--- src/verilog/bridge_defs.svh ---
`ifndef BRIDGE_DEFS_SVH
`define BRIDGE_DEFS_SVH

// bus widths
`define BRIDGE_ADDR_W 32
`define BRIDGE_DATA_W 32 // one axi beat
`define BRIDGE_LINE_W 128 // one cache line

// burst shape
`define BRIDGE_LINE_BEATS 4 // words per line
`define BRIDGE_LEN_W 8 // axi len field
`define BRIDGE_ID_W 4

// cache request type
`define BRIDGE_TYPE_W 3
`define BRIDGE_TYPE_LINE_BIT 2 // set for a whole-line request

`endif

--- src/verilog/bridge_pkg.sv ---
`include "bridge_defs.svh"

package bridge_pkg;

    // cache read request, shared by icache and dcache
    typedef struct packed {
        logic                      req;
        logic [`BRIDGE_TYPE_W-1:0] req_type;
        logic [`BRIDGE_ADDR_W-1:0] addr;
    } cache_rd_req_t;

    typedef struct packed {
        logic                      valid;
        logic                      last; // final word of the burst
        logic [`BRIDGE_DATA_W-1:0] data;
    } cache_rd_ret_t;

    // dcache write, word or full line
    typedef struct packed {
        logic                        req;
        logic [`BRIDGE_TYPE_W-1:0]   req_type;
        logic [`BRIDGE_ADDR_W-1:0]   addr;
        logic [`BRIDGE_DATA_W/8-1:0] wstrb;
        logic [`BRIDGE_LINE_W-1:0]   data; // word 0 in the low bits
    } cache_wr_req_t;

    typedef struct packed {
        logic [`BRIDGE_ID_W-1:0]   id;
        logic [`BRIDGE_ADDR_W-1:0] addr;
        logic [`BRIDGE_LEN_W-1:0]  len;
        logic                      valid;
    } axi_ar_t;

    typedef struct packed {
        logic [`BRIDGE_ID_W-1:0]   id; // bit 0 picks the cache
        logic [`BRIDGE_DATA_W-1:0] data;
        logic                      last;
        logic                      valid;
    } axi_r_t;

    typedef struct packed {
        logic [`BRIDGE_ADDR_W-1:0] addr;
        logic [`BRIDGE_LEN_W-1:0]  len;
        logic                      valid;
    } axi_aw_t;

    typedef struct packed {
        logic [`BRIDGE_DATA_W-1:0]   data;
        logic [`BRIDGE_DATA_W/8-1:0] strb;
        logic                        last;
        logic                        valid;
    } axi_w_t;

    typedef struct packed {
        logic valid; // resp ignored
    } axi_b_t;

endpackage

--- src/verilog/bridge_ctrl.sv ---
module bridge_ctrl (
    input  logic aclk,
    input  logic areset,
    input  logic dcache_rd_req,
    input  logic icache_rd_req,
    input  logic rd_hazard,     // read addr matches captured write addr
    input  logic wr_req,
    input  logic ar_ready,
    input  logic r_beat_done,   // last r beat accepted
    input  logic aw_ready,
    input  logic w_beat_fire,
    input  logic w_last_beat,
    input  logic b_valid,
    output logic rd_load,
    output logic wr_load,
    output logic ar_valid,
    output logic r_ready,
    output logic aw_valid,
    output logic w_valid,
    output logic b_ready,
    output logic icache_rd_rdy,
    output logic dcache_rd_rdy,
    output logic wr_rdy,
    output logic wr_busy
);

    typedef enum logic [1:0] {RD_IDLE, RD_ADDR, RD_DATA} rd_state_t;
    typedef enum logic [2:0] {
        WR_IDLE,
        WR_ADDR_DATA, // aw and w both pending
        WR_ADDR_ONLY, // w done, aw pending
        WR_DATA_ONLY, // aw done, w pending
        WR_RESP
    } wr_state_t;

    rd_state_t rd_state;
    rd_state_t rd_next;
    wr_state_t wr_state;
    wr_state_t wr_next;
    logic      hazard;
    logic      aw_fire;
    logic      w_done;

    // raw check only counts while a write is outstanding
    assign hazard        = rd_hazard & wr_busy;
    assign dcache_rd_rdy = (rd_state == RD_IDLE) & ~hazard;
    assign icache_rd_rdy = dcache_rd_rdy & ~dcache_rd_req; // dcache wins
    assign rd_load       = (dcache_rd_req & dcache_rd_rdy) | (icache_rd_req & icache_rd_rdy);

    assign ar_valid = (rd_state == RD_ADDR);
    assign r_ready  = (rd_state == RD_DATA);

    always_ff @(posedge aclk) begin
        if (areset) begin
            rd_state <= RD_IDLE;
        end else begin
            rd_state <= rd_next;
        end
    end

    always_comb begin
        rd_next = rd_state;
        case (rd_state)
            RD_IDLE: if (rd_load) rd_next = RD_ADDR;
            RD_ADDR: if (ar_ready) rd_next = RD_DATA; // arvalid is high here
            RD_DATA: if (r_beat_done) rd_next = RD_IDLE;
            default: rd_next = RD_IDLE;
        endcase
    end

    // write side
    assign wr_rdy   = (wr_state == WR_IDLE);
    assign wr_load  = wr_req & wr_rdy;
    assign wr_busy  = ~wr_rdy; // acceptance through b handshake
    assign aw_valid = (wr_state == WR_ADDR_DATA) | (wr_state == WR_ADDR_ONLY);
    assign w_valid  = (wr_state == WR_ADDR_DATA) | (wr_state == WR_DATA_ONLY);
    assign b_ready  = (wr_state == WR_RESP);
    assign aw_fire  = aw_valid & aw_ready;
    assign w_done   = w_beat_fire & w_last_beat;

    always_ff @(posedge aclk) begin
        if (areset) begin
            wr_state <= WR_IDLE;
        end else begin
            wr_state <= wr_next;
        end
    end

    always_comb begin
        wr_next = wr_state;
        case (wr_state)
            WR_IDLE: if (wr_load) wr_next = WR_ADDR_DATA;
            WR_ADDR_DATA: begin
                if (aw_fire && w_done) begin
                    wr_next = WR_RESP;
                end else if (aw_fire) begin
                    wr_next = WR_DATA_ONLY;
                end else if (w_done) begin
                    wr_next = WR_ADDR_ONLY;
                end
            end
            WR_ADDR_ONLY: if (aw_fire) wr_next = WR_RESP;
            WR_DATA_ONLY: if (w_done) wr_next = WR_RESP;
            WR_RESP:      if (b_valid) wr_next = WR_IDLE; // bready high in this state
            default:      wr_next = WR_IDLE;
        endcase
    end

endmodule

--- src/verilog/read_path.sv ---
`include "bridge_defs.svh"

module read_path (
    input  logic                      aclk,
    input  logic                      areset,
    input  logic                      rd_load,
    input  bridge_pkg::cache_rd_req_t icache_req,
    input  bridge_pkg::cache_rd_req_t dcache_req,
    input  logic [`BRIDGE_ADDR_W-1:0] wr_addr,     // captured write address
    input  logic                      ar_valid,
    input  bridge_pkg::axi_r_t        r,
    input  logic                      r_ready,
    output bridge_pkg::axi_ar_t       ar,
    output logic                      rd_hazard,
    output bridge_pkg::cache_rd_ret_t icache_ret,
    output bridge_pkg::cache_rd_ret_t dcache_ret
);

    bridge_pkg::cache_rd_req_t cand; // request that would be taken this cycle
    logic                      cand_is_d;
    logic                      cand_line;
    logic [`BRIDGE_ID_W-1:0]   ar_id_q;
    logic [`BRIDGE_ADDR_W-1:0] ar_addr_q;
    logic [`BRIDGE_LEN_W-1:0]  ar_len_q;
    logic                      r_beat;

    assign cand_is_d = dcache_req.req; // dcache first
    assign cand      = cand_is_d ? dcache_req : icache_req;
    assign cand_line = cand.req_type[`BRIDGE_TYPE_LINE_BIT];
    assign rd_hazard = (cand.addr == wr_addr);

    always_ff @(posedge aclk) begin
        if (areset) begin
            ar_id_q  <= '0;
            ar_len_q <= '0;
        end else if (rd_load) begin
            ar_id_q  <= {{(`BRIDGE_ID_W-1){1'b0}}, cand_is_d};
            ar_len_q <= cand_line ? `BRIDGE_LEN_W'(`BRIDGE_LINE_BEATS - 1) : '0;
        end
    end

    always_ff @(posedge aclk) begin
        if (rd_load) ar_addr_q <= cand.addr;
    end

    assign ar.id    = ar_id_q;
    assign ar.addr  = ar_addr_q;
    assign ar.len   = ar_len_q;
    assign ar.valid = ar_valid;

    // returns pass straight through, steered by id bit 0
    assign r_beat = r.valid & r_ready;

    assign icache_ret.valid = r_beat & ~r.id[0];
    assign icache_ret.last  = r_beat & ~r.id[0] & r.last;
    assign icache_ret.data  = r.data;

    assign dcache_ret.valid = r_beat & r.id[0];
    assign dcache_ret.last  = r_beat & r.id[0] & r.last;
    assign dcache_ret.data  = r.data;

endmodule

--- src/verilog/write_path.sv ---
`include "bridge_defs.svh"

module write_path (
    input  logic                      aclk,
    input  logic                      areset,
    input  logic                      wr_load,
    input  bridge_pkg::cache_wr_req_t wr_req,
    input  logic                      aw_valid,
    input  logic                      w_valid,
    input  logic                      w_ready,
    output bridge_pkg::axi_aw_t       aw,
    output bridge_pkg::axi_w_t        w,
    output logic [`BRIDGE_ADDR_W-1:0] wr_addr,
    output logic                      w_beat_fire,
    output logic                      w_last_beat
);

    localparam int CNT_W = $clog2(`BRIDGE_LINE_BEATS);

    logic                        req_line;
    logic [`BRIDGE_ADDR_W-1:0]   aw_addr_q;
    logic [`BRIDGE_LEN_W-1:0]    aw_len_q;
    logic [`BRIDGE_DATA_W/8-1:0] strb_q;
    logic [`BRIDGE_LINE_W-1:0]   line_q;   // next word always in the low bits
    logic [CNT_W-1:0]            beat_cnt; // beats left after the current one

    assign req_line = wr_req.req_type[`BRIDGE_TYPE_LINE_BIT];

    // payload, held until the burst is out
    always_ff @(posedge aclk) begin
        if (wr_load) begin
            aw_addr_q <= wr_req.addr;
            aw_len_q  <= req_line ? `BRIDGE_LEN_W'(`BRIDGE_LINE_BEATS - 1) : '0;
            strb_q    <= wr_req.wstrb;
            line_q    <= wr_req.data;
        end else if (w_beat_fire) begin
            line_q <= {{`BRIDGE_DATA_W{1'b0}}, line_q[`BRIDGE_LINE_W-1:`BRIDGE_DATA_W]};
        end
    end

    always_ff @(posedge aclk) begin
        if (areset) begin
            beat_cnt <= '0;
        end else if (wr_load) begin
            beat_cnt <= req_line ? CNT_W'(`BRIDGE_LINE_BEATS - 1) : '0; // same as len
        end else if (w_beat_fire) begin
            beat_cnt <= beat_cnt - 1'b1;
        end
    end

    assign w_beat_fire = w_valid & w_ready;
    assign w_last_beat = (beat_cnt == '0);
    assign wr_addr     = aw_addr_q; // for the raw compare

    assign aw.addr  = aw_addr_q;
    assign aw.len   = aw_len_q;
    assign aw.valid = aw_valid;

    assign w.data  = line_q[`BRIDGE_DATA_W-1:0];
    assign w.strb  = strb_q; // same strobe on every beat
    assign w.last  = w_last_beat;
    assign w.valid = w_valid;

endmodule

--- src/verilog/cache_axi_bridge.sv ---
`include "bridge_defs.svh"

module cache_axi_bridge (
    input  logic                      aclk,
    input  logic                      areset,
    input  bridge_pkg::cache_rd_req_t icache_rd_req,
    output logic                      icache_rd_rdy,
    output bridge_pkg::cache_rd_ret_t icache_ret,
    input  bridge_pkg::cache_rd_req_t dcache_rd_req,
    output logic                      dcache_rd_rdy,
    output bridge_pkg::cache_rd_ret_t dcache_ret,
    input  bridge_pkg::cache_wr_req_t dcache_wr_req,
    output logic                      dcache_wr_rdy,
    output bridge_pkg::axi_ar_t       ar,
    input  logic                      ar_ready,
    input  bridge_pkg::axi_r_t        r,
    output logic                      r_ready,
    output bridge_pkg::axi_aw_t       aw,
    input  logic                      aw_ready,
    output bridge_pkg::axi_w_t        w,
    input  logic                      w_ready,
    input  bridge_pkg::axi_b_t        b,
    output logic                      b_ready
);

    logic                      rd_load;
    logic                      wr_load;
    logic                      rd_hazard;
    logic                      ar_valid;
    logic                      aw_valid;
    logic                      w_valid;
    logic                      w_beat_fire;
    logic                      w_last_beat;
    logic                      r_beat_done;
    logic [`BRIDGE_ADDR_W-1:0] wr_addr;

    assign r_beat_done = r.valid & r_ready & r.last; // end of read burst

    bridge_ctrl u_ctrl (
        .aclk          (aclk),
        .areset        (areset),
        .dcache_rd_req (dcache_rd_req.req),
        .icache_rd_req (icache_rd_req.req),
        .rd_hazard     (rd_hazard),
        .wr_req        (dcache_wr_req.req),
        .ar_ready      (ar_ready),
        .r_beat_done   (r_beat_done),
        .aw_ready      (aw_ready),
        .w_beat_fire   (w_beat_fire),
        .w_last_beat   (w_last_beat),
        .b_valid       (b.valid),
        .rd_load       (rd_load),
        .wr_load       (wr_load),
        .ar_valid      (ar_valid),
        .r_ready       (r_ready),
        .aw_valid      (aw_valid),
        .w_valid       (w_valid),
        .b_ready       (b_ready),
        .icache_rd_rdy (icache_rd_rdy),
        .dcache_rd_rdy (dcache_rd_rdy),
        .wr_rdy        (dcache_wr_rdy),
        .wr_busy       ()              // status only, hazard gating is internal
    );

    read_path u_read_path (
        .aclk       (aclk),
        .areset     (areset),
        .rd_load    (rd_load),
        .icache_req (icache_rd_req),
        .dcache_req (dcache_rd_req),
        .wr_addr    (wr_addr),
        .ar_valid   (ar_valid),
        .r          (r),
        .r_ready    (r_ready),
        .ar         (ar),
        .rd_hazard  (rd_hazard),
        .icache_ret (icache_ret),
        .dcache_ret (dcache_ret)
    );

    write_path u_write_path (
        .aclk        (aclk),
        .areset      (areset),
        .wr_load     (wr_load),
        .wr_req      (dcache_wr_req),
        .aw_valid    (aw_valid),
        .w_valid     (w_valid),
        .w_ready     (w_ready),
        .aw          (aw),
        .w           (w),
        .wr_addr     (wr_addr),
        .w_beat_fire (w_beat_fire),
        .w_last_beat (w_last_beat)
    );

endmodule

--- config.mk ---
export PLATFORM = sky130hd
export DESIGN_NAME = cache_axi_bridge
export DESIGN_NICKNAME = d
export VERILOG_FILES = /design/src/verilog/bridge_pkg.sv /design/src/verilog/bridge_ctrl.sv /design/src/verilog/read_path.sv /design/src/verilog/write_path.sv /design/src/verilog/cache_axi_bridge.sv
export VERILOG_INCLUDE_DIRS = /design/src /design/src/verilog
export SDC_FILE = /design/constraint.sdc
export NUM_CORES = 1
export LEC_CHECK = 0
export BUFFER_PORTS_ARGS = -buffer_cell sky130_fd_sc_hd__buf_2
export CAP_MARGIN = 10
export CORE_AREA = 2 2 188 190
export CTS_CLUSTER_DIAMETER = 150
export DETAILED_ROUTE_END_ITERATION = 6
export DIE_AREA = 0 0 190 192
export GPL_TIMING_DRIVEN = 0
export PLACE_DENSITY = 0.55
export SETUP_SLACK_MARGIN = 0.5
export SLEW_MARGIN = 20
export SYNTH_ARGS = -nofsm -noshare
export SYNTH_HDL_FRONTEND = slang
export SYNTH_SLANG_ARGS = --single-unit
--- constraint.sdc ---
create_clock -name aclk -period 9.6 [get_ports aclk]
set_clock_uncertainty 0.15 [all_clocks]
set_input_delay 0 -clock aclk [delete_from_list [all_inputs] [get_ports aclk]]
set_output_delay 0 -clock aclk [all_outputs]
set_load 0.005 [all_outputs]
### Word level (Yosys, flattened, before mapping)

Cells that the tools add are included.

* register bits after elaboration: 220
* bits in latches: 0
* bits in writable memories: 0
* ROM bits: 0
* bits of input ports: 284
* output and inout port bits: 197
* logic and storage cells: 75
* memories: 0

* add/subtract/negate cells: 1
* multiply operators: 0
* divide/modulo/power cells: 0
* magnitude comparators: 0
* eq/ne operators: 15
* shift-type cells: 0
* mux-type cells: 20
* bitwise logic cells: 22
* reduce and logical (&&, ||, !) cells: 7

Operator list (number)
* two-way mux 128 bit: 2
* two-way mux 35 bit: 1
* equality test 32 bit: 1
* two-way mux 3 bit: 7
* two-way mux 2 bit: 8
* bitwise AND 1 bit: 15
* one-hot mux 3 bit (5 select lines): 1
* inequality test 2 bit (second input constant): 4
* equality test 3 x 2 -> 1 bit (second input constant): 2
* inequality test 2 x 1 -> 1 bit (second input constant): 3
* one-hot mux 2 bit (3 select lines): 1
* AND reduction 5 bit: 1
* zero test 2 bit: 2
* inequality test 4 x 2 -> 1 bit (second input constant): 1
* NOT 1 bit: 4
* equality test 3 x 1 -> 1 bit (second input constant): 1
* equality test 3 bit (second input constant): 1
* zero test 3 bit: 1
* bitwise OR 1 bit: 3
* AND reduction 3 bit: 1
* equality test 2 x 1 -> 1 bit (second input constant): 1
* equality test 2 bit (second input constant): 1
* nonzero test 2 bit: 1
* subtractor 2 x 1 -> 2 bit (second input constant): 1
* logical AND 1 bit: 1

### Depth between registers and ports, before layout

Gate-level depths: netlist (run 1).

* word-level depth: 10
* gate-level depth with buffers: 8
* mapped depth without buffers: 7

### Modules after synthesis

From an unflattened synthesis (run 1), not the netlist that was laid out.

* cell total of the unflattened synthesis: 644
* area, all modules: 10069.7 um^2

Modules (own cells, without submodules)
* write_path: times used 1, cells each 398, area each 7241.9 um^2, seq. area each 4994.8 um^2
* read_path: times used 1, cells each 199, area each 2464.9 um^2, seq. area each 1001.0 um^2
* bridge_ctrl: times used 1, cells each 46, area each 356.6 um^2, seq. area each 100.1 um^2
* cache_axi_bridge: times used 1, cells each 1, area each 6.3 um^2, seq. area each 0.0 um^2

### Worst setup path after synthesis (run 1)

No wires, ideal clock.

* path type: register to register
* from: register u_ctrl.wr_state[0]
* to: register u_write_path.line_q[0], enable pin
* setup time: 1.122 ns
* data arrival time: 3.658 ns
* data required time: 8.328 ns
* slack: 4.671 ns
* cell stages (with the launch flop): 7
* buffers on the path: 3
* period minus slack after synthesis: 4.929 ns
* path through: dfxtp_1 clkbuf_1 nor3_2 nand2_1 clkbuf_1 clkbuf_1 nand2_1

* cells in the longest elaborated chain, start to end: 4
* elaborated cells on any way between the ends: 7
* those cells by class: eq/ne: 2; bitwise: 3; reduce/logical: 2

Ends and longest elaborated chain
* from (decl): RTL line bridge_ctrl.sv:38 `wr_state_t wr_state;`
* from (signal assigned): RTL line bridge_ctrl.sv:85 `wr_state <= wr_next;`
* equality test 3 x 1 -> 1 bit or equality test 3 x 2 -> 1 bit (tied branches): RTL line bridge_ctrl.sv:76 `assign w_valid = (wr_state == WR_ADDR_DATA) | (wr_state == WR_DATA_ONLY);`
* bitwise OR 1 bit: RTL line bridge_ctrl.sv:76
* bitwise AND 1 bit: RTL line write_path.sv:51 `assign w_beat_fire = w_valid & w_ready;`
* nonzero test 2 bit (no source line) *
* to (signal assigned): RTL line write_path.sv:35 `line_q <= wr_req.data;`
* to (signal assigned): RTL line write_path.sv:37 `` line_q <= {{`BRIDGE_DATA_W{1'b0}}, line_q[`BRIDGE_LINE_W-1:`BRIDGE_DATA_W]}; ``
* to (decl): RTL line write_path.sv:24 `` logic [`BRIDGE_LINE_W-1:0] line_q; ``

Every way passes the cells marked *; elsewhere a longest branch is shown, timed or not.
A chain may end at the register's enable or synchronous reset.

### Final worst setup path (run 1)

* from: register u_ctrl.wr_state[0]
* to: register u_write_path.line_q[11], enable pin

The elaborated chain is that of the path after synthesis.

==> run summary, run 1 <==
Outcome: finished, final reports clean
Hold path startpoint: r[13]
First-pass GRT wire length: 47040 um
Critical setup path kind: register to register
Synth-to-layout area growth: 62.78%
Mapped Area: 0.009598 mm^2
CTS resizes: 0
Worst-skew pair later-pin latency: 530 ps
DRC Markers: 0
Worst endpoint required time: 9640 ps
Worst min path class: primary input to primary output
Clock-pin slew on the worst setup and hold paths: 50 ps
Min Tclk post-route: 3812 ps
Maximum VDD drop: 0.1423 mV
Hold path depth: 2
Cells after Synth: 824
Via density: 4.067
Total Wirelength: 32870 um
Num CTS Buffers: 25
Power Dens Cells: 197.1 mW/mm^2
Reg-to-reg slack, setup: 5790 ps
Top cell by count, worst path: clkbuf_1
RSZ-0062 raised after global routing: false
Clock sinks: 206
Fin. Hold Viols: 0
Largest net degree at the start of global routing: 50
Ranking of synthesized cells by area: edfxtp_1 (62%), nand2_1 (12%), buf_4 (9.2%)
Critical Path Fanout Max: 49
Seq/Total Area, Yosys: 63.51%
Crit-path max cell delay: 730 ps
Initial Util: 27.99%
Die area: 0.03648 mm^2
Synth cell types: 40
Final setup TNS: 0 ps
Rel. slew slack: 46.03%
Slew @ Worst Pin: 805.2 ps
Total global routing track utilization: 17.22%
Crit Reg-Reg Startpoint: u_ctrl.wr_state[0]
Number of fill cells in the layout: 3212
CTS tree: done
Top layer in use: met4
Die height: 192 um
Synth Warn #: 0
Initial antenna violation count: 3
GP Congestion: 0.8949
DR WL/cell: 16.37 um
CP Launch Point: u_ctrl.wr_state[0]
Cells along the critical path: clkbuf_1 > nor3_2 > nand2_1 > clkbuf_1 > clkbuf_1 > nand2_4 > buf_16
Crit. End Element: register
Met3 WL: 1674 um
Nets@finish: 1819
Final ANT Viol Nets: 0
Final setup margin: 5788 ps
Synth Area per Inst: 11.65 um^2
EDFF count, synth: 197
R2R cell count: 7
Boundary Pins: 481
Hpwl dp: 23830 um
Fin crit share: 39.71%
CP Launch Type: register
Final Slew Violations: 0
Hold endpoint: icache_ret[11]
CP max-delay cell: nor3_2
Max-Cap Viols: 0
F_max: 0.2623 GHz
Worst R2R End: u_write_path.line_q[11]
Cell Rows: 68
Metal-1 WL: 13800 um
Ys async rst share: 0%
Grt ovf: 0
CTS Buffer Depth: 3
PortBufs: 422
Leakage power: 7.290 nW
Pwr Total: 3.079 mW
Layout cells sized above 1: 39.74%
Largest area contributor in the netlist: edfxtp_1
Die X: 190 um
DP Worst Slack: 5555 ps
Vias in the first global route: 8185
Synth top area share: 61.63%
Setup Fix Bufs, Post-CTS: 0
Core footprint: 0.03429 mm^2
Initial DRC count: 301
Seq cells post-synth: 206
Via Count: 8166
WP data arrival: 3860 ps
Drt first pass iters: 4
Top_reg_cell synth: edfxtp_1
DR WL met2: 16220 um
Root Buffer: clkbuf_16
H-tree depth: 1
Final setup fails: 0
-- worst max-delay path by stage --
stage	cells past startpoint	slack [ps]	endpoint
3_3_place_gp	6	2250	u_write_path.line_q[3]
5_1_grt	7	5440	u_write_path.line_q[7]
6_report	7	5790	u_write_path.line_q[11]
3_5_place_dp	7	5560	u_write_path.line_q[3]
4_1_cts	7	5550	u_write_path.line_q[41]
2_1_floorplan	6	4670	u_write_path.line_q[0]
-- registers in the layout, summed over array words and instances, names as in the netlist --
signal	count
u_write_path.line_q	128
u_read_path.ar_addr_q	32
u_write_path.wr_addr	32
u_write_path.strb_q	4
u_ctrl.wr_state	3
u_ctrl.rd_state	2
u_write_path.beat_cnt	2
u_read_path.ar_id_q	1
u_read_path.ar_len_q	1
u_write_path.aw_len_q	1
-- synth_stat cells (all sizes together), types with 2 or more instances --
| cell | number |
|---|---|
| nand4 | 2 |
| dfxtp | 9 |
| o31ai | 2 |
| nor3 | 6 |
| inv | 6 |
| a21oi | 5 |
| nor2b | 5 |
| and3 | 32 |
| nand2b | 3 |
| o21ai | 3 |
| buf | 125 |
| clkbuf | 27 |
| a22oi | 2 |
| a211oi | 2 |
| nand2 | 300 |
| xor2 | 28 |
| xnor2 | 6 |
| nor4 | 6 |
| mux2 | 32 |
| nand3 | 2 |
| edfxtp | 197 |
| mux2i | 3 |
| nor2 | 13 |
-- cells by family after synthesis --
logic type | Yosys count | share of synthesized area [%]
flip-flops | 206 | 63.51
AND/OR/NAND/NOR | 371 | 16.16
buffers and inverters | 158 | 11.02
other | 1 | 0.03907
AO/OA/AOI/OAI | 18 | 1.304
XOR/XNOR | 34 | 3.103
multiplexers | 35 | 4.732
adder cells (fa/ha/maj) | 1 | 0.1303
-- report_power, final --
group	switching, mW	internal [mW]
combinational	0.444	0.390
sequential	0.0679	1.29
clock	0.360	0.525
total	0.872	2.21
-- worst max-delay path, delay by kind of cell, from the launching register on --
family                 cells  cell delay (ps)
and+or+nand+nor            3             1730
buffers and inverters      4             1270
DFF                        1              290
-- final cells by class --
class                   count  area (um^2)  area share, %
repair buffers            669         4629          29.63
clock inverters            12        100.1         0.6407
well taps                 455        569.3          3.644
diodes                      3        7.507        0.04805
plain buffers             152         1039          6.647
flip-flops and latches    206         6096          39.02
inverters                   6        22.52         0.1442
clock buffers              31        648.1          4.148
multi-input cells         474         2512          16.08
-- timing repair --
action                                  CTS  global route
endpoints found under the setup margin    0             0
endpoints found under the hold margin   206             0
hold buffers                            244             0
-- per-stage QoR --
stage	cells	util, %	area [um^2]	hold WS [ps]
final	2008	45.57	15620	15.08
after global routing	2008	45.57	15620	19.49
after CTS	2005	45.54	15620	4.133
after detailed placement	1718	36.24	12430	15.90
after global placement	1715	35.97	12330	16.82
after floorplan	838	-	9651	-118.9
-- layer usage --
layer / vias up / GRT usage [%]
li1: 4078 / -
met1: 3736 / 21.33
met2: 286 / 30.07
met3: 66 / 2.942
met4: 0 / 6.440
met5: - / 0
-- placed cells by master (no fill, tap or decap), types with 3 or more instances in the layout --
| master | n |
|---|---|
| inv_1 | 5 |
| dlygate4sd3_1 | 244 |
| diode_2 | 3 |
| nor2b_1 | 5 |
| edfxtp_1 | 197 |
| a21oi_1 | 5 |
| buf_4 | 117 |
| xnor2_1 | 6 |
| conb_1 | 15 |
| buf_1 | 3 |
| nand2b_1 | 3 |
| buf_2 | 424 |
| and3_1 | 32 |
| mux2i_1 | 3 |
| dfxtp_1 | 9 |
| nor3_1 | 4 |
| clkbuf_1 | 32 |
| nor2_1 | 12 |
| nor4_1 | 4 |
| buf_6 | 3 |
| clkinv_1 | 8 |
| mux2_4 | 17 |
| o21ai_0 | 3 |
| clkbuf_16 | 25 |
| nand2_1 | 299 |
| mux2_2 | 14 |
| xor2_1 | 28 |
Power figures use the tool's default switching activity.
==> run 2, diff against run 1 <==
ABC_AREA = 1   (was default)
CORE_AREA = default   (was 2 2 188 190)
CORE_MARGIN = 2   (was default)
CORE_UTILIZATION = 30   (was default)
DIE_AREA = default   (was 0 0 190 192)
PLACE_DENSITY = 0.58   (was 0.55)
clock period = 4 ns   (was 9.6 ns; I/O delays follow)
==> run 2 against run 1 <==
  * Die area is 5.8% lower
  * Sequential power grew to 2.9 times the previous value
  * First-iteration DRC count is 43% higher
  * Register-to-register slack worse by 4400 ps
  * Critical path depth is 8 higher
  * Synthesized cell count is 25% higher
  * Clock-buffer cell count is 3 lower
  * Critical endpoint is now u_read_path.ar_addr_q[1]
  * Largest power group unchanged
==> run summary, run 2 <==
Num CTS Buffers: 25 (unchanged)
Commonest non-fill, non-tap cell in the layout: nand2_1
Worst min path class: primary input to primary output
Ranking of synthesized cells by area: edfxtp_1 (60%), nand2_1 (17%), buf_4 (9.0%)
EDFF count, synth: 197 (unchanged)
Top_reg_cell synth: edfxtp_1
Mapped Area: 0.009872 mm^2 (+2.9%)
Number of fill cells in the layout: 2927 (-8.9%)
Pwr Total: 9.036 mW (+190%)
Drt first pass iters: 6 (+2)
Critical Path Fanout Max: 32 (-35%)
Commonest cells after routing, fill and taps aside: nand2_1 (445), buf_2 (440), dlygate4sd3_1 (273)
CTS tree: done
Worst-skew pair later-pin latency: 520 ps (about the same)
Maximum VDD drop: 0.3187 mV (+120%)
Largest family of logic cells by synthesized area: simple AND/OR/NAND/NOR gates
Cells after Synth: 1026 (+25%)
RSZ-0062 raised after global routing: false
Post-Place Cells: 1907 (+11%)
Leakage power: 7.921 nW (+8.6%)
Compound-gate portion of the synthesized area: 1.534% (+0.23 points)
WP data arrival: 3230 ps (-630 ps)
Die X: 185.4 um (-2.4%)
DR WL/cell: 15.60 um (-4.7%)
Via density: 4.247 (+4.4%)
Worst endpoint required time: 3990 ps (-5650 ps)
Xor/xnor share of the synthesized area: 0.4436% (-2.7 points)
Largest area contributor in the netlist: edfxtp_1
CTS Buffer Depth: 3 (unchanged)
Hold path startpoint: r[9]
Final ANT Viol Nets: 0 (unchanged)
H-tree depth: 1 (unchanged)
Final core occ: 49.87% (+4.3 points)
Core footprint: 0.03245 mm^2 (-5.3%)
Hold path depth: 2 (unchanged)
Max-Cap Viols: 0 (unchanged)
Cell Rows: 66 (-2.9%)
Die area: 0.03437 mm^2 (-5.8%)
CTS resizes: 0 (unchanged)
Boundary Pins: 481 (unchanged)
Fin. Hold Viols: 0 (unchanged)
Root Buffer: clkbuf_16
Largest net degree at the start of global routing: 68 (+36%)
Slew @ Worst Pin: 786.5 ps (-18.67 ps)
Initial DRC count: 430 (+43%)
Seq cells post-synth: 206 (unchanged)
Simple-gate share of the synthesized area: 21.98% (+5.8 points)
Final non-filler cell total: 2227 (+11%)
Synth Area per Inst: 9.622 um^2 (-17%)
Top layer in use: met5
Synth Warn #: 0 (unchanged)
DR WL met2: 17260 um (+6.4%)
Total Wirelength: 34750 um (+5.7%)
Nets@finish: 2050 (+13%)
Most frequent cell after synthesis: nand2_1
Clock sinks: 206 (unchanged)
Synth cell types: 31 (-23%)
Rel. slew slack: 47.49% (+1.5 points)
Vias in the first global route: 9443 (+15%)
F_max: 0.3080 GHz
Reg with most FFs: u_write_path.line_q
Worst R2R End: u_write_path.line_q[74]
First-pass GRT wire length: 49960 um (+6.2%)
Clock-pin slew on the worst setup and hold paths: 50 ps (about the same)
Power Dens Cells: 558.3 mW/mm^2 (+180%)
Layout cells sized above 1: 34.72% (-5.0 points)
Initial Util: 30.42% (+2.4 points)
Final setup TNS: 0 ps (unchanged)
Hold endpoint: dcache_ret[7]
Hpwl dp: 23900 um (+0.30%)
Die height: 185.4 um (-3.4%)
Crit. End Element: register
Outcome: finished, final reports clean
DRC Markers: 0 (unchanged)
Seq/Total Area, Yosys: 61.75% (-1.8 points)
R2R cell count: 8 (+1)
Adder-cell area share of the yosys netlist: 0.1267% (-0.0036 points)
GP Congestion: 0.8807 (-1.6%)
Synth cell count leaders: nand2_1 (446), edfxtp_1 (197), buf_4 (119)
Final Slew Violations: 0 (unchanged)
Met3 WL: 2322 um (+39%)
Grt ovf: 0 (unchanged)
Synth top area share: 59.92% (-1.7 points)
Final setup fails: 0 (unchanged)
Fin crit share: 81.17%
Crit Reg-Reg Startpoint: u_ctrl.wr_state[0]
Metal-1 WL: 13530 um (-2.0%)
Ys async rst share: 0% (unchanged)
Post-synthesis mux area share: 0% (-4.7 points)
Min Tclk post-route: 3247 ps
Synth-to-layout area growth: 63.94%
PortBufs: 423 (+0.24%)
CP Launch Type: primary input
Total global routing track utilization: 19.11% (+1.9 points)
Reg-to-reg slack, setup: 1390 ps (-4400 ps)
Critical setup path kind: primary input to register
Fin Hold WS: 15.86 ps (+0.7758 ps)
Max reg flops: 128 (unchanged)
Initial antenna violation count: 4 (+1)
Via Count: 9457 (+16%)
run 2: changes by cell type in the layout (fill, tap and decap cells not counted), moves of 23 or more:
cell | before | now
and3_1 | 32 | 0
dlygate4sd3_1 | 244 | 273
inv_1 | 5 | 83
nand2_1 | 299 | 445
nor2_1 | 12 | 65
xor2_1 | 28 | 5
run 2: critical path, cell delays in order:
cell and delay, ps:
dlygate4sd3_1 570, buf_2 130, inv_1 40, nand2_1 60, dlygate4sd3_1 570, nand2_1 60
dlygate4sd3_1 540, inv_1 50, o21ai_0 130, nor2_1 70, nand2_1 60, nor2_1 60
nand3_2 120, nand3_2 140, inv_2 600
run 2: worst max-delay path by stage:
stage	from	endpoint	depth (start not counted)
4_1_cts	icache_rd_req[21]	u_read_path.ar_addr_q[3]	15
2_1_floorplan	u_ctrl.wr_state[0]	u_write_path.beat_cnt[0]	9
6_report	icache_rd_req[21]	u_read_path.ar_addr_q[1]	15
3_3_place_gp	u_ctrl.wr_state[0]	u_write_path.beat_cnt[0]	9
3_5_place_dp	u_ctrl.wr_state[0]	u_write_path.line_q[4]	8
5_1_grt	icache_rd_req[21]	u_read_path.ar_addr_q[7]	15
run 2: kinds of logic (layout without fill, tap and decap cells):
kind of cell | Yosys count | count (layout)
AND/OR/NAND/NOR | 551 | 551
buffers and inverters | 235 | 975
flip-flops | 206 | 206
AO/OA/AOI/OAI | 27 | 27
XOR/XNOR | 5 | 5
adder cells (fa/ha/maj) | 1 | 1
other | 1 | 20
run 2: layout make-up:
| type | count | area [um^2] | area share, % |
|---|---|---|---|
| Multi-Input combinational cell | 599 | 2450 | 15.14 |
| Buffer | 149 | 1069 | 6.602 |
| Timing Repair Buffer | 698 | 4897 | 30.26 |
| Tap cell | 442 | 553.0 | 3.417 |
| Antenna cell | 5 | 12.51 | 0.07731 |
| Sequential cell | 206 | 6096 | 37.67 |
| Clock inverter | 14 | 142.6 | 0.8813 |
| Inverter | 86 | 327.8 | 2.026 |
| Clock buffer | 28 | 636.9 | 3.935 |
run 2: report_power, final:
group,internal [mW],switching (mW)
Sequential,3.60,0.286
Combinational,1.27,1.68
Clock,1.33,0.876
Total,6.19,2.84
run 2: what timing repair did:
item                                   CTS  global route
buffers inserted                         0             0
hold buffers                           273             0
endpoints found under the hold margin  206             0
run 2: routing by layer:
metal,vias up,track usage (%)
met1,4275,22.26
met4,2,9.905
met5,-,0
met3,122,3.519
li1,4615,-
met2,443,33.46
run 2: stage by stage:
stage / cell area (um^2) / worst slack [ps]
after floorplan: 9927 / 847.7
after global routing: 16180 / 610.4
after detailed placement: 12660 / 1328
after CTS: 16170 / 797.7
final: 16180 / 753.1
after global placement: 12600 / -280.2
==> run 3, diff against run 2 <==
PLACE_DENSITY = 0.6   (was 0.58)
clock period = 2.93 ns   (was 4 ns; I/O delays follow)
==> run 3 against run 2 <==
  * Routed wire length is 0.94% higher
  * Via count decreased by 1.4%
  * Register-to-register slack worse by 790 ps
  * Sequential power rose by 37%
  * Clock-buffer cell count up 4
  * Cell area shrank 1.2%
  * Critical path depth down 7
  * Sequential cell count unchanged
  * First-iteration DRC count is 12% higher
  * Critical path type is now register to register
  * Critical endpoint is now u_ctrl.wr_state[2]
  * Highest routed layer is now met4
==> run summary, run 3 (synthesized netlist as in run 2, its figures left out) <==
WP data arrival: 2650 ps (-580 ps)
Total global routing track utilization: 19.40% (+0.29 points)
Slew @ Worst Pin: 710.7 ps (-75.83 ps)
Synth-to-layout area growth: 61.98%
Hpwl dp: 23740 um (-0.67%)
RSZ-0062 raised after global routing: true
Via density: 4.229 (-0.42%)
CP Launch Type: register
Total Wirelength: 35080 um (+0.94%)
Worst endpoint required time: 3250 ps (-740 ps)
Worst-skew pair later-pin latency: 520 ps (about the same)
Critical setup path kind: register to register
Worst min path class: primary input to primary output
Drt first pass iters: 5 (-1)
Final setup fails: 0 (unchanged)
Die height: 185.4 um (unchanged)
Crit. End Element: register
Initial DRC count: 483 (+12%)
Pwr Total: 12.53 mW (+39%)
Via Count: 9320 (-1.4%)
Nets@finish: 2024 (-1.3%)
Final Slew Violations: 0 (unchanged)
Fin. Hold Viols: 0 (unchanged)
Commonest cells after routing, fill and taps aside: nand2_1 (445), buf_2 (440), dlygate4sd3_1 (243)
Min Tclk post-route: 2335 ps
Clock sinks: 206 (unchanged)
Leakage power: 7.899 nW (-0.27%)
CP max-delay cell: dlygate4sd3_1
Layout cells sized above 1: 35.72% (+1.0 points)
CTS Buffer Depth: 3 (unchanged)
F_max: 0.4283 GHz
DR WL/cell: 15.91 um (+2.0%)
Sw frac: 31.91% (+0.45 points)
Cells along the critical path: nor2_1 > nand3_1 > o211ai_1 > nand4_1 > inv_1 > o21ai_0 > a21oi_1 > dlygate4sd3_1
Die X: 185.4 um (unchanged)
Max-Cap Viols: 0 (unchanged)
Seq pwr share: 42.6% (-0.4 points)
Reg-to-reg slack, setup: 600 ps (-790 ps)
Crit-path max cell delay: 560 ps (-40 ps)
Outcome: finished, final reports clean
Switching Power: 3.997 mW (+41%)
CTS tree: done
First-pass GRT wire length: 50540 um (+1.2%)
Reg with most FFs: u_write_path.line_q
H-tree depth: 1 (unchanged)
Final ANT Viol Nets: 0 (unchanged)
Initial Util: 30.42% (unchanged)
Fin Hold WS: 15.11 ps (-0.7453 ps)
Die area: 0.03437 mm^2 (unchanged)
Core footprint: 0.03245 mm^2 (unchanged)
Largest net degree at the start of global routing: 47 (-31%)
Commonest non-fill, non-tap cell in the layout: nand2_1
Maximum VDD drop: 0.4991 mV (+57%)
Rel. slew slack: 52.62% (+5.1 points)
DRC Markers: 0 (unchanged)
Critical Path Fanout Max: 6 (-81%)
Fin crit share: 79.69%
Vias in the first global route: 9518 (+0.79%)
Power Dens Cells: 783.3 mW/mm^2 (+40%)
Int Pwr: 8.529 mW (+38%)
Clock-pin slew on the worst setup and hold paths: 60 ps (about the same)
Clock power frac: 24.7% (+0.3 points)
Final setup TNS: 0 ps (unchanged)
Boundary Pins: 481 (unchanged)
GP Congestion: 0.9033 (+2.6%)
Grt ovf: 0 (unchanged)
Num CTS Buffers: 26 (+4.0%)
Root Buffer: clkbuf_16
Cell Rows: 66 (unchanged)
PortBufs: 423 (unchanged)
Max reg flops: 128 (unchanged)
Initial antenna violation count: 4 (unchanged)
Combinational power share: 32.7% (about the same)
-- run 3: critical path: cells and delay by family, from the launching register on --
family | cells | cell delay [ps]
buffers and inverters | 2 | 650
DFF | 1 | 370
and+or+nand+nor | 3 | 710
AOI/OAI and AO/OA | 3 | 400
-- run 3: final cells by class --
cell class | instances | area [um^2]
antenna | 4 | 10.01
buffer | 149 | 1075
clock buffer | 32 | 694.4
clock inverter | 15 | 130.1
fill | 2960 | 16460
inverter | 86 | 330.3
multi-input combinational | 601 | 2485
sequential | 206 | 6096
tap | 442 | 553.0
timing repair buffer | 669 | 4617
-- run 3: power groups by stage --
stage,Combinational (mW),Clock [mW],Sequential (mW)
after global placement,3.59,0,5.40
final,4.09,3.10,5.33
after global routing,4.61,3.28,5.43
after CTS,4.08,3.18,5.32
after detailed placement,3.70,0,5.37
after floorplan,2.17,0,5.28
-- run 3: per-stage QoR --
stage | worst slack, ps | area (um^2) | instances | utilization [%]
after floorplan | 496.6 | 9940 | 1040 | -
after global placement | -315.3 | 12610 | 1905 | 38.85
after detailed placement | 213.2 | 12640 | 1906 | 38.95
after CTS | 504.8 | 15950 | 2199 | 49.16
after global routing | 441.7 | 15990 | 2203 | 49.26
final | 595.2 | 15990 | 2204 | 49.27
-- run 3: final timing paths --
check | to | startpoint | cells past startpoint
worst min register to register | u_read_path.ar_id_q[0] | u_read_path.ar_id_q[0] | 2
worst max-delay path | u_ctrl.wr_state[2] | u_ctrl.wr_state[2] | 8
worst min-delay path | icache_ret[29] | r[31] | 2
worst max register to register | u_ctrl.wr_state[2] | u_ctrl.wr_state[2] | 8
-- run 3: per-layer routing --
metal / vias to the layer above / share of wire, % / track usage, %
met5: - / 0 / 0
met3: 105 / 6.6 / 3.401
met4: 0 / 4.3 / 9.619
met2: 441 / 50 / 33.73
li1: 4568 / - / -
met1: 4206 / 39 / 23.07
-- run 3: timing repair --
action                     4_1_cts  5_1_grt
cloned                           2        1
hold buffers                   243        0
resized for setup                2        8
setup endpoints to repair      180      134
pin swaps                        2        0
hold endpoints to repair       206        0
buffers inserted                 1        0
